`src/common/cnn_pkg.sv`:
```
`default_nettype none

package cnn_pkg;

    localparam int unsigned addr_width = 10;

    typedef logic [addr_width-1:0] addr_t;

    // kernel and window geometry.
    localparam addr_t kernel_side = addr_t'(3);
    localparam addr_t pool_side   = addr_t'(2);

    // memory map.
    localparam addr_t region_a_base  = addr_t'(0);   // input image, pool output.
    localparam addr_t region_b_base  = addr_t'(128); // conv output, relu in place.
    localparam addr_t weight_base_l0 = addr_t'(0);
    localparam addr_t weight_base_l1 = addr_t'(9);

    typedef enum logic {
        LAYER_0,
        LAYER_1
    } layer_t;

    typedef enum logic [1:0] {
        MAC_IDLE,
        MAC_LOAD,   // new sum from current product.
        MAC_ACC,
        MAC_NORM    // normalise and present for write.
    } mac_op_t;

    typedef enum logic [1:0] {
        CMP_IDLE,
        CMP_LOAD,
        CMP_MAX
    } cmp_op_t;

    typedef enum logic [1:0] {
        RES_MAC,
        RES_RELU,
        RES_POOL
    } result_sel_t;

    typedef enum logic [1:0] {
        IDLE,
        CONV,
        RELU,
        POOL
    } phase_t;

    typedef struct packed {
        addr_t       picture_addr;
        logic        picture_we;
        addr_t       weight_addr;
        mac_op_t     mac_op;
        cmp_op_t     cmp_op;
        result_sel_t result_sel;
    } mem_cmd_t;

    // input side of a layer, layer 1 reads the pooled layer 0 map.
    function automatic addr_t layer_side(input layer_t layer, input int unsigned img_side);
        if (layer == LAYER_0) begin
            return addr_t'(img_side);
        end
        return addr_t'((img_side - 2) / 2);
    endfunction

    // conv output side of a layer.
    function automatic addr_t conv_side(input layer_t layer, input int unsigned img_side);
        return layer_side(layer, img_side) - (kernel_side - addr_t'(1));
    endfunction

endpackage

`default_nettype wire

```
`src/verilog/layer_sequencer.sv`:
```
`timescale 1ns/1ps
`default_nettype none

module layer_sequencer #(
    parameter int unsigned img_side = 10
) (
    input  logic              clk,
    input  logic              rst_n,
    input  logic              start_valid,
    output logic              start_ready,
    input  logic              cmd_ready,
    output logic              cmd_valid,
    output cnn_pkg::mem_cmd_t cmd,
    output logic              busy,
    output logic              done,
    output cnn_pkg::layer_t   layer,
    output logic              conv_step,
    output logic              relu_step,
    output logic              pool_step,
    input  cnn_pkg::mem_cmd_t conv_cmd,
    input  cnn_pkg::mem_cmd_t relu_cmd,
    input  cnn_pkg::mem_cmd_t pool_cmd,
    input  logic              conv_last,
    input  logic              relu_last,
    input  logic              pool_last
);

    cnn_pkg::phase_t state;
    logic            beat;

    assign busy        = (state != cnn_pkg::IDLE);
    assign start_ready = ~busy;
    assign cmd_valid   = busy; // a scheduler always has a beat ready.
    assign beat        = cmd_valid & cmd_ready;

    // only the active scheduler sees the accepted beat.
    assign conv_step = beat && (state == cnn_pkg::CONV);
    assign relu_step = beat && (state == cnn_pkg::RELU);
    assign pool_step = beat && (state == cnn_pkg::POOL);

    always_comb begin
        case (state)
            cnn_pkg::CONV: cmd = conv_cmd;
            cnn_pkg::RELU: cmd = relu_cmd;
            cnn_pkg::POOL: cmd = pool_cmd;
            default:       cmd = '0;
        endcase
    end

    always_ff @(posedge clk or negedge rst_n) begin
        if (!rst_n) begin
            state <= cnn_pkg::IDLE;
            layer <= cnn_pkg::LAYER_0;
            done  <= 1'b0;
        end else begin
            done <= 1'b0;
            case (state)
                cnn_pkg::IDLE: begin
                    if (start_valid) begin
                        state <= cnn_pkg::CONV;
                        layer <= cnn_pkg::LAYER_0;
                    end
                end
                cnn_pkg::CONV: begin
                    if (conv_step && conv_last) begin
                        state <= cnn_pkg::RELU;
                    end
                end
                cnn_pkg::RELU: begin
                    if (relu_step && relu_last) begin
                        state <= cnn_pkg::POOL;
                    end
                end
                cnn_pkg::POOL: begin
                    if (pool_step && pool_last) begin
                        if (layer == cnn_pkg::LAYER_0) begin
                            state <= cnn_pkg::CONV;
                            layer <= cnn_pkg::LAYER_1;
                        end else begin
                            state <= cnn_pkg::IDLE; // run complete.
                            done  <= 1'b1;
                        end
                    end
                end
                default: state <= cnn_pkg::IDLE;
            endcase
        end
    end

endmodule

`default_nettype wire

```
`src/scheduler/conv_scheduler.sv`:
```
`timescale 1ns/1ps
`default_nettype none

module conv_scheduler #(
    parameter int unsigned img_side = 10
) (
    input  logic              clk,
    input  logic              rst_n,
    input  cnn_pkg::layer_t   layer,
    input  logic              step,
    output cnn_pkg::mem_cmd_t cmd,
    output logic              last
);

    localparam cnn_pkg::addr_t k_last = cnn_pkg::kernel_side - cnn_pkg::addr_t'(1);

    cnn_pkg::addr_t n;
    cnn_pkg::addr_t m;
    cnn_pkg::addr_t w_base;
    cnn_pkg::addr_t out_r;
    cnn_pkg::addr_t out_c;
    cnn_pkg::addr_t k_r;
    cnn_pkg::addr_t k_c;
    logic           wr;     // write beat after the nine reads.
    logic           out_c_end;

    assign n      = cnn_pkg::layer_side(layer, img_side);
    assign m      = cnn_pkg::conv_side(layer, img_side);
    assign w_base = (layer == cnn_pkg::LAYER_0) ? cnn_pkg::weight_base_l0
                                                : cnn_pkg::weight_base_l1;

    assign out_c_end = (out_c == m - cnn_pkg::addr_t'(1));
    assign last      = wr && out_c_end && (out_r == m - cnn_pkg::addr_t'(1));

    always_comb begin
        cmd = '0;
        if (wr) begin
            cmd.picture_addr = cnn_pkg::region_b_base + out_r * m + out_c;
            cmd.picture_we   = 1'b1;
            cmd.mac_op       = cnn_pkg::MAC_NORM;
            cmd.result_sel   = cnn_pkg::RES_MAC;
        end else begin
            cmd.picture_addr = cnn_pkg::region_a_base + (out_r + k_r) * n + (out_c + k_c);
            cmd.weight_addr  = w_base + k_r * cnn_pkg::kernel_side + k_c;
            cmd.mac_op       = (k_r == '0 && k_c == '0) ? cnn_pkg::MAC_LOAD : cnn_pkg::MAC_ACC;
        end
    end

    always_ff @(posedge clk or negedge rst_n) begin
        if (!rst_n) begin
            out_r <= '0;
            out_c <= '0;
            k_r   <= '0;
            k_c   <= '0;
            wr    <= 1'b0;
        end else if (step) begin
            if (wr) begin
                wr <= 1'b0;
                if (last) begin
                    out_r <= '0; // wrap for the next layer.
                    out_c <= '0;
                end else if (out_c_end) begin
                    out_c <= '0;
                    out_r <= out_r + cnn_pkg::addr_t'(1);
                end else begin
                    out_c <= out_c + cnn_pkg::addr_t'(1);
                end
            end else if (k_c == k_last) begin
                k_c <= '0;
                if (k_r == k_last) begin
                    k_r <= '0;
                    wr  <= 1'b1;
                end else begin
                    k_r <= k_r + cnn_pkg::addr_t'(1);
                end
            end else begin
                k_c <= k_c + cnn_pkg::addr_t'(1);
            end
        end
    end

endmodule

`default_nettype wire

```
`src/scheduler/relu_scheduler.sv`:
```
`timescale 1ns/1ps
`default_nettype none

module relu_scheduler #(
    parameter int unsigned img_side = 10
) (
    input  logic              clk,
    input  logic              rst_n,
    input  cnn_pkg::layer_t   layer,
    input  logic              step,
    output cnn_pkg::mem_cmd_t cmd,
    output logic              last
);

    cnn_pkg::addr_t m;
    cnn_pkg::addr_t idx;
    logic           wr;

    assign m    = cnn_pkg::conv_side(layer, img_side);
    assign last = wr && (idx == m * m - cnn_pkg::addr_t'(1));

    // read then write back the same word.
    always_comb begin
        cmd              = '0;
        cmd.picture_addr = cnn_pkg::region_b_base + idx;
        if (wr) begin
            cmd.picture_we = 1'b1;
            cmd.result_sel = cnn_pkg::RES_RELU;
        end
    end

    always_ff @(posedge clk or negedge rst_n) begin
        if (!rst_n) begin
            idx <= '0;
            wr  <= 1'b0;
        end else if (step) begin
            wr <= ~wr;
            if (last) begin
                idx <= '0;
            end else if (wr) begin
                idx <= idx + cnn_pkg::addr_t'(1);
            end
        end
    end

endmodule

`default_nettype wire

```
`src/scheduler/pool_scheduler.sv`:
```
`timescale 1ns/1ps
`default_nettype none

module pool_scheduler #(
    parameter int unsigned img_side = 10
) (
    input  logic              clk,
    input  logic              rst_n,
    input  cnn_pkg::layer_t   layer,
    input  logic              step,
    output cnn_pkg::mem_cmd_t cmd,
    output logic              last
);

    localparam cnn_pkg::addr_t win_last =
        cnn_pkg::pool_side * cnn_pkg::pool_side - cnn_pkg::addr_t'(1);

    cnn_pkg::addr_t m;
    cnn_pkg::addr_t p;      // pooled side.
    cnn_pkg::addr_t pr;
    cnn_pkg::addr_t pc;
    cnn_pkg::addr_t win;
    cnn_pkg::addr_t win_i;
    cnn_pkg::addr_t win_j;
    logic           wr;
    logic           pc_end;

    assign m     = cnn_pkg::conv_side(layer, img_side);
    assign p     = m / cnn_pkg::pool_side;
    assign win_i = win / cnn_pkg::pool_side;
    assign win_j = win % cnn_pkg::pool_side;

    assign pc_end = (pc == p - cnn_pkg::addr_t'(1));
    assign last   = wr && pc_end && (pr == p - cnn_pkg::addr_t'(1));

    always_comb begin
        cmd = '0;
        if (wr) begin
            cmd.picture_addr = cnn_pkg::region_a_base + pr * p + pc;
            cmd.picture_we   = 1'b1;
            cmd.result_sel   = cnn_pkg::RES_POOL;
        end else begin
            cmd.picture_addr = cnn_pkg::region_b_base
                             + (pr * cnn_pkg::pool_side + win_i) * m
                             + (pc * cnn_pkg::pool_side + win_j);
            cmd.cmp_op       = (win == '0) ? cnn_pkg::CMP_LOAD : cnn_pkg::CMP_MAX;
        end
    end

    always_ff @(posedge clk or negedge rst_n) begin
        if (!rst_n) begin
            pr  <= '0;
            pc  <= '0;
            win <= '0;
            wr  <= 1'b0;
        end else if (step) begin
            if (wr) begin
                wr <= 1'b0;
                if (last) begin
                    pr <= '0;
                    pc <= '0;
                end else if (pc_end) begin
                    pc <= '0;
                    pr <= pr + cnn_pkg::addr_t'(1);
                end else begin
                    pc <= pc + cnn_pkg::addr_t'(1);
                end
            end else if (win == win_last) begin
                win <= '0;
                wr  <= 1'b1; // window done, write the max.
            end else begin
                win <= win + cnn_pkg::addr_t'(1);
            end
        end
    end

endmodule

`default_nettype wire

```
`src/verilog/cnn_controller.sv`:
```
`timescale 1ns/1ps
`default_nettype none

module cnn_controller #(
    parameter int unsigned img_side = 10
) (
    input  logic              clk,
    input  logic              rst_n,
    input  logic              start_valid,
    output logic              start_ready,
    output cnn_pkg::mem_cmd_t cmd,
    output logic              cmd_valid,
    input  logic              cmd_ready,
    output logic              busy,
    output logic              done
);

    cnn_pkg::layer_t   layer;
    cnn_pkg::mem_cmd_t conv_cmd;
    cnn_pkg::mem_cmd_t relu_cmd;
    cnn_pkg::mem_cmd_t pool_cmd;
    logic              conv_step;
    logic              relu_step;
    logic              pool_step;
    logic              conv_last;
    logic              relu_last;
    logic              pool_last;

    layer_sequencer #(
        .img_side    (img_side)
    ) u_layer_sequencer (
        .clk         (clk),
        .rst_n       (rst_n),
        .start_valid (start_valid),
        .start_ready (start_ready),
        .cmd_ready   (cmd_ready),
        .cmd_valid   (cmd_valid),
        .cmd         (cmd),
        .busy        (busy),
        .done        (done),
        .layer       (layer),
        .conv_step   (conv_step),
        .relu_step   (relu_step),
        .pool_step   (pool_step),
        .conv_cmd    (conv_cmd),
        .relu_cmd    (relu_cmd),
        .pool_cmd    (pool_cmd),
        .conv_last   (conv_last),
        .relu_last   (relu_last),
        .pool_last   (pool_last)
    );

    conv_scheduler #(
        .img_side (img_side)
    ) u_conv_scheduler (
        .clk      (clk),
        .rst_n    (rst_n),
        .layer    (layer),
        .step     (conv_step),
        .cmd      (conv_cmd),
        .last     (conv_last)
    );

    relu_scheduler #(
        .img_side (img_side)
    ) u_relu_scheduler (
        .clk      (clk),
        .rst_n    (rst_n),
        .layer    (layer),
        .step     (relu_step),
        .cmd      (relu_cmd),
        .last     (relu_last)
    );

    pool_scheduler #(
        .img_side (img_side)
    ) u_pool_scheduler (
        .clk      (clk),
        .rst_n    (rst_n),
        .layer    (layer),
        .step     (pool_step),
        .cmd      (pool_cmd),
        .last     (pool_last)
    );

endmodule

`default_nettype wire

```
`config.mk`:
```
export PLATFORM = sky130hd
export DESIGN_NAME = cnn_controller
export DESIGN_NICKNAME = d
export VERILOG_FILES = /design/src/common/cnn_pkg.sv /design/src/verilog/layer_sequencer.sv /design/src/scheduler/conv_scheduler.sv /design/src/scheduler/relu_scheduler.sv /design/src/scheduler/pool_scheduler.sv /design/src/verilog/cnn_controller.sv
export SDC_FILE = /design/constraint.sdc
export NUM_CORES = 1
export LEC_CHECK = 0
export ABC_AREA = 1
export BUFFER_PORTS_ARGS = -buffer_cell sky130_fd_sc_hd__buf_2
export CAP_MARGIN = 0
export CORE_UTILIZATION = 60
export CTS_CLUSTER_DIAMETER = 50
export DETAILED_ROUTE_END_ITERATION = 8
export MAX_ROUTING_LAYER = met4
export PLACE_DENSITY = 0.77
export SLEW_MARGIN = 10
export SYNTH_ARGS = -nofsm -noshare
export SYNTH_HDL_FRONTEND = slang
export SYNTH_HIERARCHICAL = 1
export SYNTH_SLANG_ARGS = --single-unit
```
`constraint.sdc`:
```
create_clock -name clk -period 7.3 [get_ports clk]
set_clock_uncertainty 0.05 [all_clocks]
set_input_delay 1.095 -clock clk [delete_from_list [all_inputs] [get_ports clk]]
set_output_delay 1.095 -clock clk [all_outputs]
set_load 0.01 [all_outputs]
```
## Word-level counts from Yosys, hierarchy flattened

Cells that the tools add are included.

- Register bits after elaboration: 87
- Latch bits: 0
- Bits in writable memories: 0
- Memory bits (read-only): 0
- Logic and storage cells: 141
- Memories kept: 0

- $add $sub $neg: 25
- $mul: 6
- Divide/modulo/power cells: 0
- Magnitude comparators: 0
- Eq/ne operators: 15
- Shifts and indexed selects: 0
- Multiplexer cells: 45
- Bitwise operators: 5
- Reductions and logical operators: 31

Operators by type and width:

| cell | count |
|---|---|
| $mux W10 | 16 |
| $pmux W27 S3 | 1 |
| $add A10 B1 Y10 const B | 8 |
| $add A10 B10 Y10 | 8 |
| $eq A10 B10 Y1 | 5 |
| $mul A10 B10 Y10 | 4 |
| $add A8 B10 Y10 const A | 3 |
| $eq A10 B2 Y1 const B | 3 |
| $logic_not A10 Y1 | 3 |
| $sub A10 B1 Y10 const B | 2 |
| $mux W2 | 9 |
| $mux W1 | 15 |
| $logic_and A1 B1 Y1 | 12 |
| $reduce_and A3 Y1 | 4 |
| $add A10 B1 Y10 | 1 |
| $add A10 B9 Y10 | 1 |
| $mul A10 B2 Y10 const B | 1 |
| $mul A10 B9 Y10 | 1 |
| $reduce_and A2 Y1 | 5 |
| $reduce_bool A2 Y1 | 5 |
| $sub A10 B2 Y10 const B | 1 |
| $sub A9 B1 Y10 const B | 1 |
| $mux W4 | 2 |
| $ne A2 B2 Y1 const B | 4 |
| other kinds (8) | 12 |

## Longest topological paths before layout

- Depth after elaboration: 9
- Depth in mapped cells: 31

## Modules after synthesis

The synthesis kept the hierarchy.

By module, submodules not included:

| module | instances | cells an instance | area an instance (µm²) | seq. area each (µm²) |
|---|---|---|---|---|
| conv_scheduler | 1 | 720 | 5630.4 | 1026.0 |
| pool_scheduler | 1 | 560 | 4102.7 | 775.7 |
| layer_sequencer | 1 | 221 | 1036.0 | 100.1 |
| relu_scheduler | 1 | 103 | 813.3 | 275.3 |

## Least setup slack after synthesis

Ideal clock, no wire load.

- Path type: reg-to-output
- Start: reg u_conv_scheduler.out_r[0]
- End: out cmd[26] (netlist name)
- Arrival time: 4.468 ns
- Slack: 1.687 ns
- Cell stages (with the launch flop): 27
- Buffers on the path: 0
- Cells stage by stage: dfrtp_1 ha_1 fa_1 nand2_1 nand2_1 nand3b_1 nand2_1 nand2_1 a21oi_1 fa_1 inv_1 fa_1 inv_1 fa_1 ha_1 nand2_1 or2_2 nand3_1 nand3b_1 nand2_1 nand2_1 nand3_1 nand2_1 nand2_1 nand3_1 nand2_1 inv_1

RTL lines:

| what | line | source |
|---|---|---|
| from (decl) | conv_scheduler.sv:20 | `cnn_pkg::addr_t out_r;` |
| from (signal assigned) | conv_scheduler.sv:64 | `out_r <= out_r + cnn_pkg::addr_t'(1);` |
| to (decl) | cnn_controller.sv:11 | `output cnn_pkg::mem_cmd_t cmd,` |

==> impl.org <==
** Critical path
- Worst Path Buf+Inv :: 4
- Type of the setup path with the least slack :: reg2out
- Cell repeated most along the worst path :: nand2_1
- Crit Reg-Reg Startpoint :: u_layer_sequencer/state[1]
- Counting buffers and inverters, the worst setup path is 27 cells deep.
- The kind of cell with the highest combined delay along the critical path is adder cells.
- For flop-to-flop paths, the worst setup slack is 3.78 ns.
- Kind of start point of the critical path :: register
- The number of cells on the worst reg-to-reg path is 11.
- Category of the worst setup path capture point :: primary output
- In this run the worst path has a maximum fanout of 9.
- Worst Setup SP :: u_conv_scheduler/out_r[0]
- Maximum single-stage delay on the critical path :: 0.53 ns
- For the worst setup path, the data required time is 6.15 ns.
- Arrival time of the worst setup path :: ~5.4 ns
- Critical Path Slowest Stage Cell :: fa_1

** Final layout
- After routing the design area is 12000 sq um.
- Layout Nets :: 1835
- The layout has around 1.7k filler cells.
- Once layout is complete, the utilization of the core stands at 63.8%.
- Area delta synth->final :: 3.76%
- Cells with a size suffix above 1 make up 8.11% of the layout.
- Number of antenna repair diodes :: 0

** Clock tree
- After clock tree synthesis, the setup repair step added 0 buffers.
- Hold buffer count at cts :: 0
- After clock tree synthesis, the clock-pin slew on the worst setup and hold paths is about 0.070 ns.
- The H-tree generated during clock tree synthesis spans 3 levels.
- Clock tree buffer depth :: 2
- TritonCTS clock tree :: built
- Clock tree synthesis inserted a total of 9 buffers.
- Counting every sink on the clock net gives 87.
- CTS Root Cell :: clkbuf_16
- Number of gates resized after cts :: 0
- Clock Latency Late Sink :: approximately 0.36 ns

** STA
- Endpoints failing setup :: 0
- Setup tns final :: 0 ns
- Static timing analysis puts the maximum clock frequency at 153 MHz.
- Post-route worst hold slack :: 0.424 ns
- The final critical path takes up 89.5% of the cycle.
- Worst rel slew slack :: between 20% and 30%
- The max-slew violation count was 0.
- At the pin with the least slew margin, the transition time is 1.11 ns.
- Final hold viol count :: 0
- For the finished layout, the period the worst path requires is between 6 and 7 ns.
- Unrepaired setup endpoints after global routing :: false

** Power
- Power Internal :: 1.21 mW
- Summed over all nets, the switching power comes to roughly 1.1 mW.
- In this run the power density over the cells is 189 nW/um^2.
- In this run switching power makes up 46.6% of total power.
- Overall power consumption after layout is estimated at 2.27 mW.
- The worst-case IR drop observed on VDD is 0.000251 V.
- Static leakage power :: 6.71 nW
- Combinational group share of total power :: 55.4%
- Clock network fraction of total power :: between 20% and 30%
- Sequential cells account for 24.2% of the total power.

** Global routing
- The via count of the first global-routing pass was 9644.
- The layer flagged by global routing as most heavily used is met2.
- Remaining global-route overflow :: 0
- Global routing consumed, on the met1 layer, a little over a third of the routing resources.
- Global routing usage on met3 :: around 4.5%
- Global-route wire length before repair :: 44500 um
- Met2 demand-to-capacity share in global routing :: 48.8%
- Largest net degree at the start of global routing :: 50
- For this run, the total global-route usage over all layers was measured as 29.2%.
- Number of antenna violations at the first check in global routing :: 0

** Placement
- Count of buffers from port buffering :: 34
- DP Wirelength :: 21100 um
- GPL Wtd Cong :: slightly above 0.9
- Post-detailed-placement cell area :: about 12000 sq um

** Synth
- In the synthesized netlist the async set-or-reset flop fraction comes to 100%.
- Number of standard cells after synthesis :: 1604
- Cell type contributing the most total cell area after synthesis :: ha_1
- The netlist uses 54 different library cells.
- For this run, the number of Yosys warnings is 6.
- Area of the mapped netlist :: 11600 sq um
- Summed over its instances, the top area cell type makes up 19.0% of the synthesized netlist area.
- Cell types occupying the most area after synthesis :: ha_1 19%, dfrtp_1 19%, nand2_1 12%
- Number of enable flip-flop cells after synthesis :: 0
- After synthesis, the mean cell area works out to just over 7 sq um.
- Seq/Total Area, Yosys :: 18.8%
- In the synthesized netlist the dominant register cell turns out to be dfrtp_1.
- Synthesis inferred 87 register bits.

** Job
- Max-cap violations :: 0

** Die
- Std-Cell Core Area :: 18800 sq um
- The die covers about 20000 sq um.
- Ports :: 35
- The initial utilization of the core area, before any placement, comes to 61.5%.
- The die is 141 um tall.
- Width of the chip :: 141 um
- After floorplanning, the core was divided into 50 placement rows.

** Drt
- Final WL :: 26100 um
- In the final routed layout, each cell accounts on average for 13.9 um.
- Number of detailed-routing iterations run before antenna repair :: 5
- For this run, design rule violations remaining after detail routing come to 0.
- First DRT Iteration DRCs :: approximately 540
- Total via count in the routed design :: 9820
- Count of nets left with antenna violations after detail routing :: 0
- Vias per cell :: 5.23

** Min path
- Counting instances, the worst hold path has a depth of 1.
- The min-delay analysis places its worst path in the category reg2reg.
- Hold Crit Start :: u_conv_scheduler/k_r[9]

** Run status
- The run finished with clean final reports.
[placed cells by master (no fill, tap or decap), drive strengths merged, types with 5 or more instances in the layout]
cell and instances:
a21oi 58, buf 37, clkbuf 10, conb 37, dfrtp 87, fa 44
ha 176, inv 303, nand2 376, nand3 113, nand3b 7, nand4 24
nor2 125, nor3 33, nor4 11, o21ai 71, o21bai 5, or2 6
xnor2 21, xor2 50
[Yosys cell counts, types with 8 or more instances]
| library cell | n |
|---|---|
| xnor2_1 | 21 |
| a21oi_1 | 58 |
| nor2_2 | 11 |
| nor3_2 | 12 |
| clkbuf_1 | 12 |
| nand3_1 | 108 |
| dfrtp_1 | 87 |
| buf_4 | 48 |
| ha_1 | 176 |
| inv_2 | 15 |
| nor4_1 | 8 |
| nor3_1 | 20 |
| nand2_1 | 364 |
| buf_2 | 8 |
| xor2_1 | 50 |
| o21ai_0 | 66 |
| nor2_1 | 105 |
| inv_1 | 282 |
| nand4_1 | 24 |
| fa_1 | 44 |
| nor2_4 | 8 |
[state kept, by name, indices dropped and copies added (netlist names)]
register and count:
u_layer_sequencer/done 1, u_layer_sequencer/layer 1, u_relu_scheduler/idx 10, u_conv_scheduler/k_r 10
u_pool_scheduler/pc 10, u_layer_sequencer/state 2, u_pool_scheduler/pr 10, u_conv_scheduler/wr 1
u_conv_scheduler/out_c 10, u_conv_scheduler/out_r 10, u_pool_scheduler/win 10, u_relu_scheduler/wr 1
u_conv_scheduler/k_c 10, u_pool_scheduler/wr 1
[metal layers]
metal  up-vias  wire, um
met5         -         0
met1      4519     11800
met4         0       879
met3        60      1170
met2       225     12300
li1       5016         -
[layout make-up]
cell class                 count  area (sq um)  area share [%]
clock buffer                  10           229            1.91
clock inverter                 6          51.3           0.427
inverter                     301          1140            9.48
multi-input combinational   1175          7900            65.7
sequential                    87          2180            18.1
tap                          260           325            2.71
timing repair buffer          37           195            1.62
[power groups by stage]
stage	Sequential, mW	Clock (mW)	Combinational, mW
2_1_floorplan	0.533	0	0.927
3_3_place_gp	0.555	0	1.21
3_5_place_dp	0.555	0	1.24
4_1_cts	0.546	0.468	1.25
5_1_grt	0.549	0.489	1.48
6_report	0.549	0.461	1.26
[worst paths after layout]
check                                           to
min in group asynchronous  u_conv_scheduler/k_r[9]
setup reg to reg           u_conv_scheduler/k_c[8]
hold reg to reg            u_conv_scheduler/k_r[9]
max in group asynchronous   u_pool_scheduler/pr[6]
setup / recovery                           cmd[26]
hold / removal             u_conv_scheduler/k_r[9]
[worst reg2reg max path: stages, from the launching register on]
cell     delay, ns
dfrtp_1       0.41
inv_1         0.14
ha_1          0.84
inv_1         0.10
nor2_1        0.57
nand2_2       0.22
nor3_2        0.25
nand2_1       0.08
nor2_1        0.28
and3_1        0.26
nand2_1       0.07
xnor2_1       0.13
[through the flow]
stage,instances,setup slack (ns)
final,1876,0.767
after global placement,1860,1.28
after global routing,1876,0.365
after CTS,1876,0.764
after detailed placement,1860,1.15
after floorplan,1637,1.69
[kinds of logic (layout without fill, tap and decap cells)]
family / Yosys count / in the layout / share of synthesized area (%)
compound gates: 146 / 146 / 6.73
fa+ha+maj: 220 / 220 / 26.6
buf+inv: 375 / 354 / 14.1
simple gates: 700 / 700 / 28.2
flops: 87 / 87 / 18.8
xor+xnor: 71 / 71 / 5.37
mux: 1 / 1 / 0.0864
other cells: 4 / 37 / 0.130
Note: power is estimated with default switching activity, not from simulation.
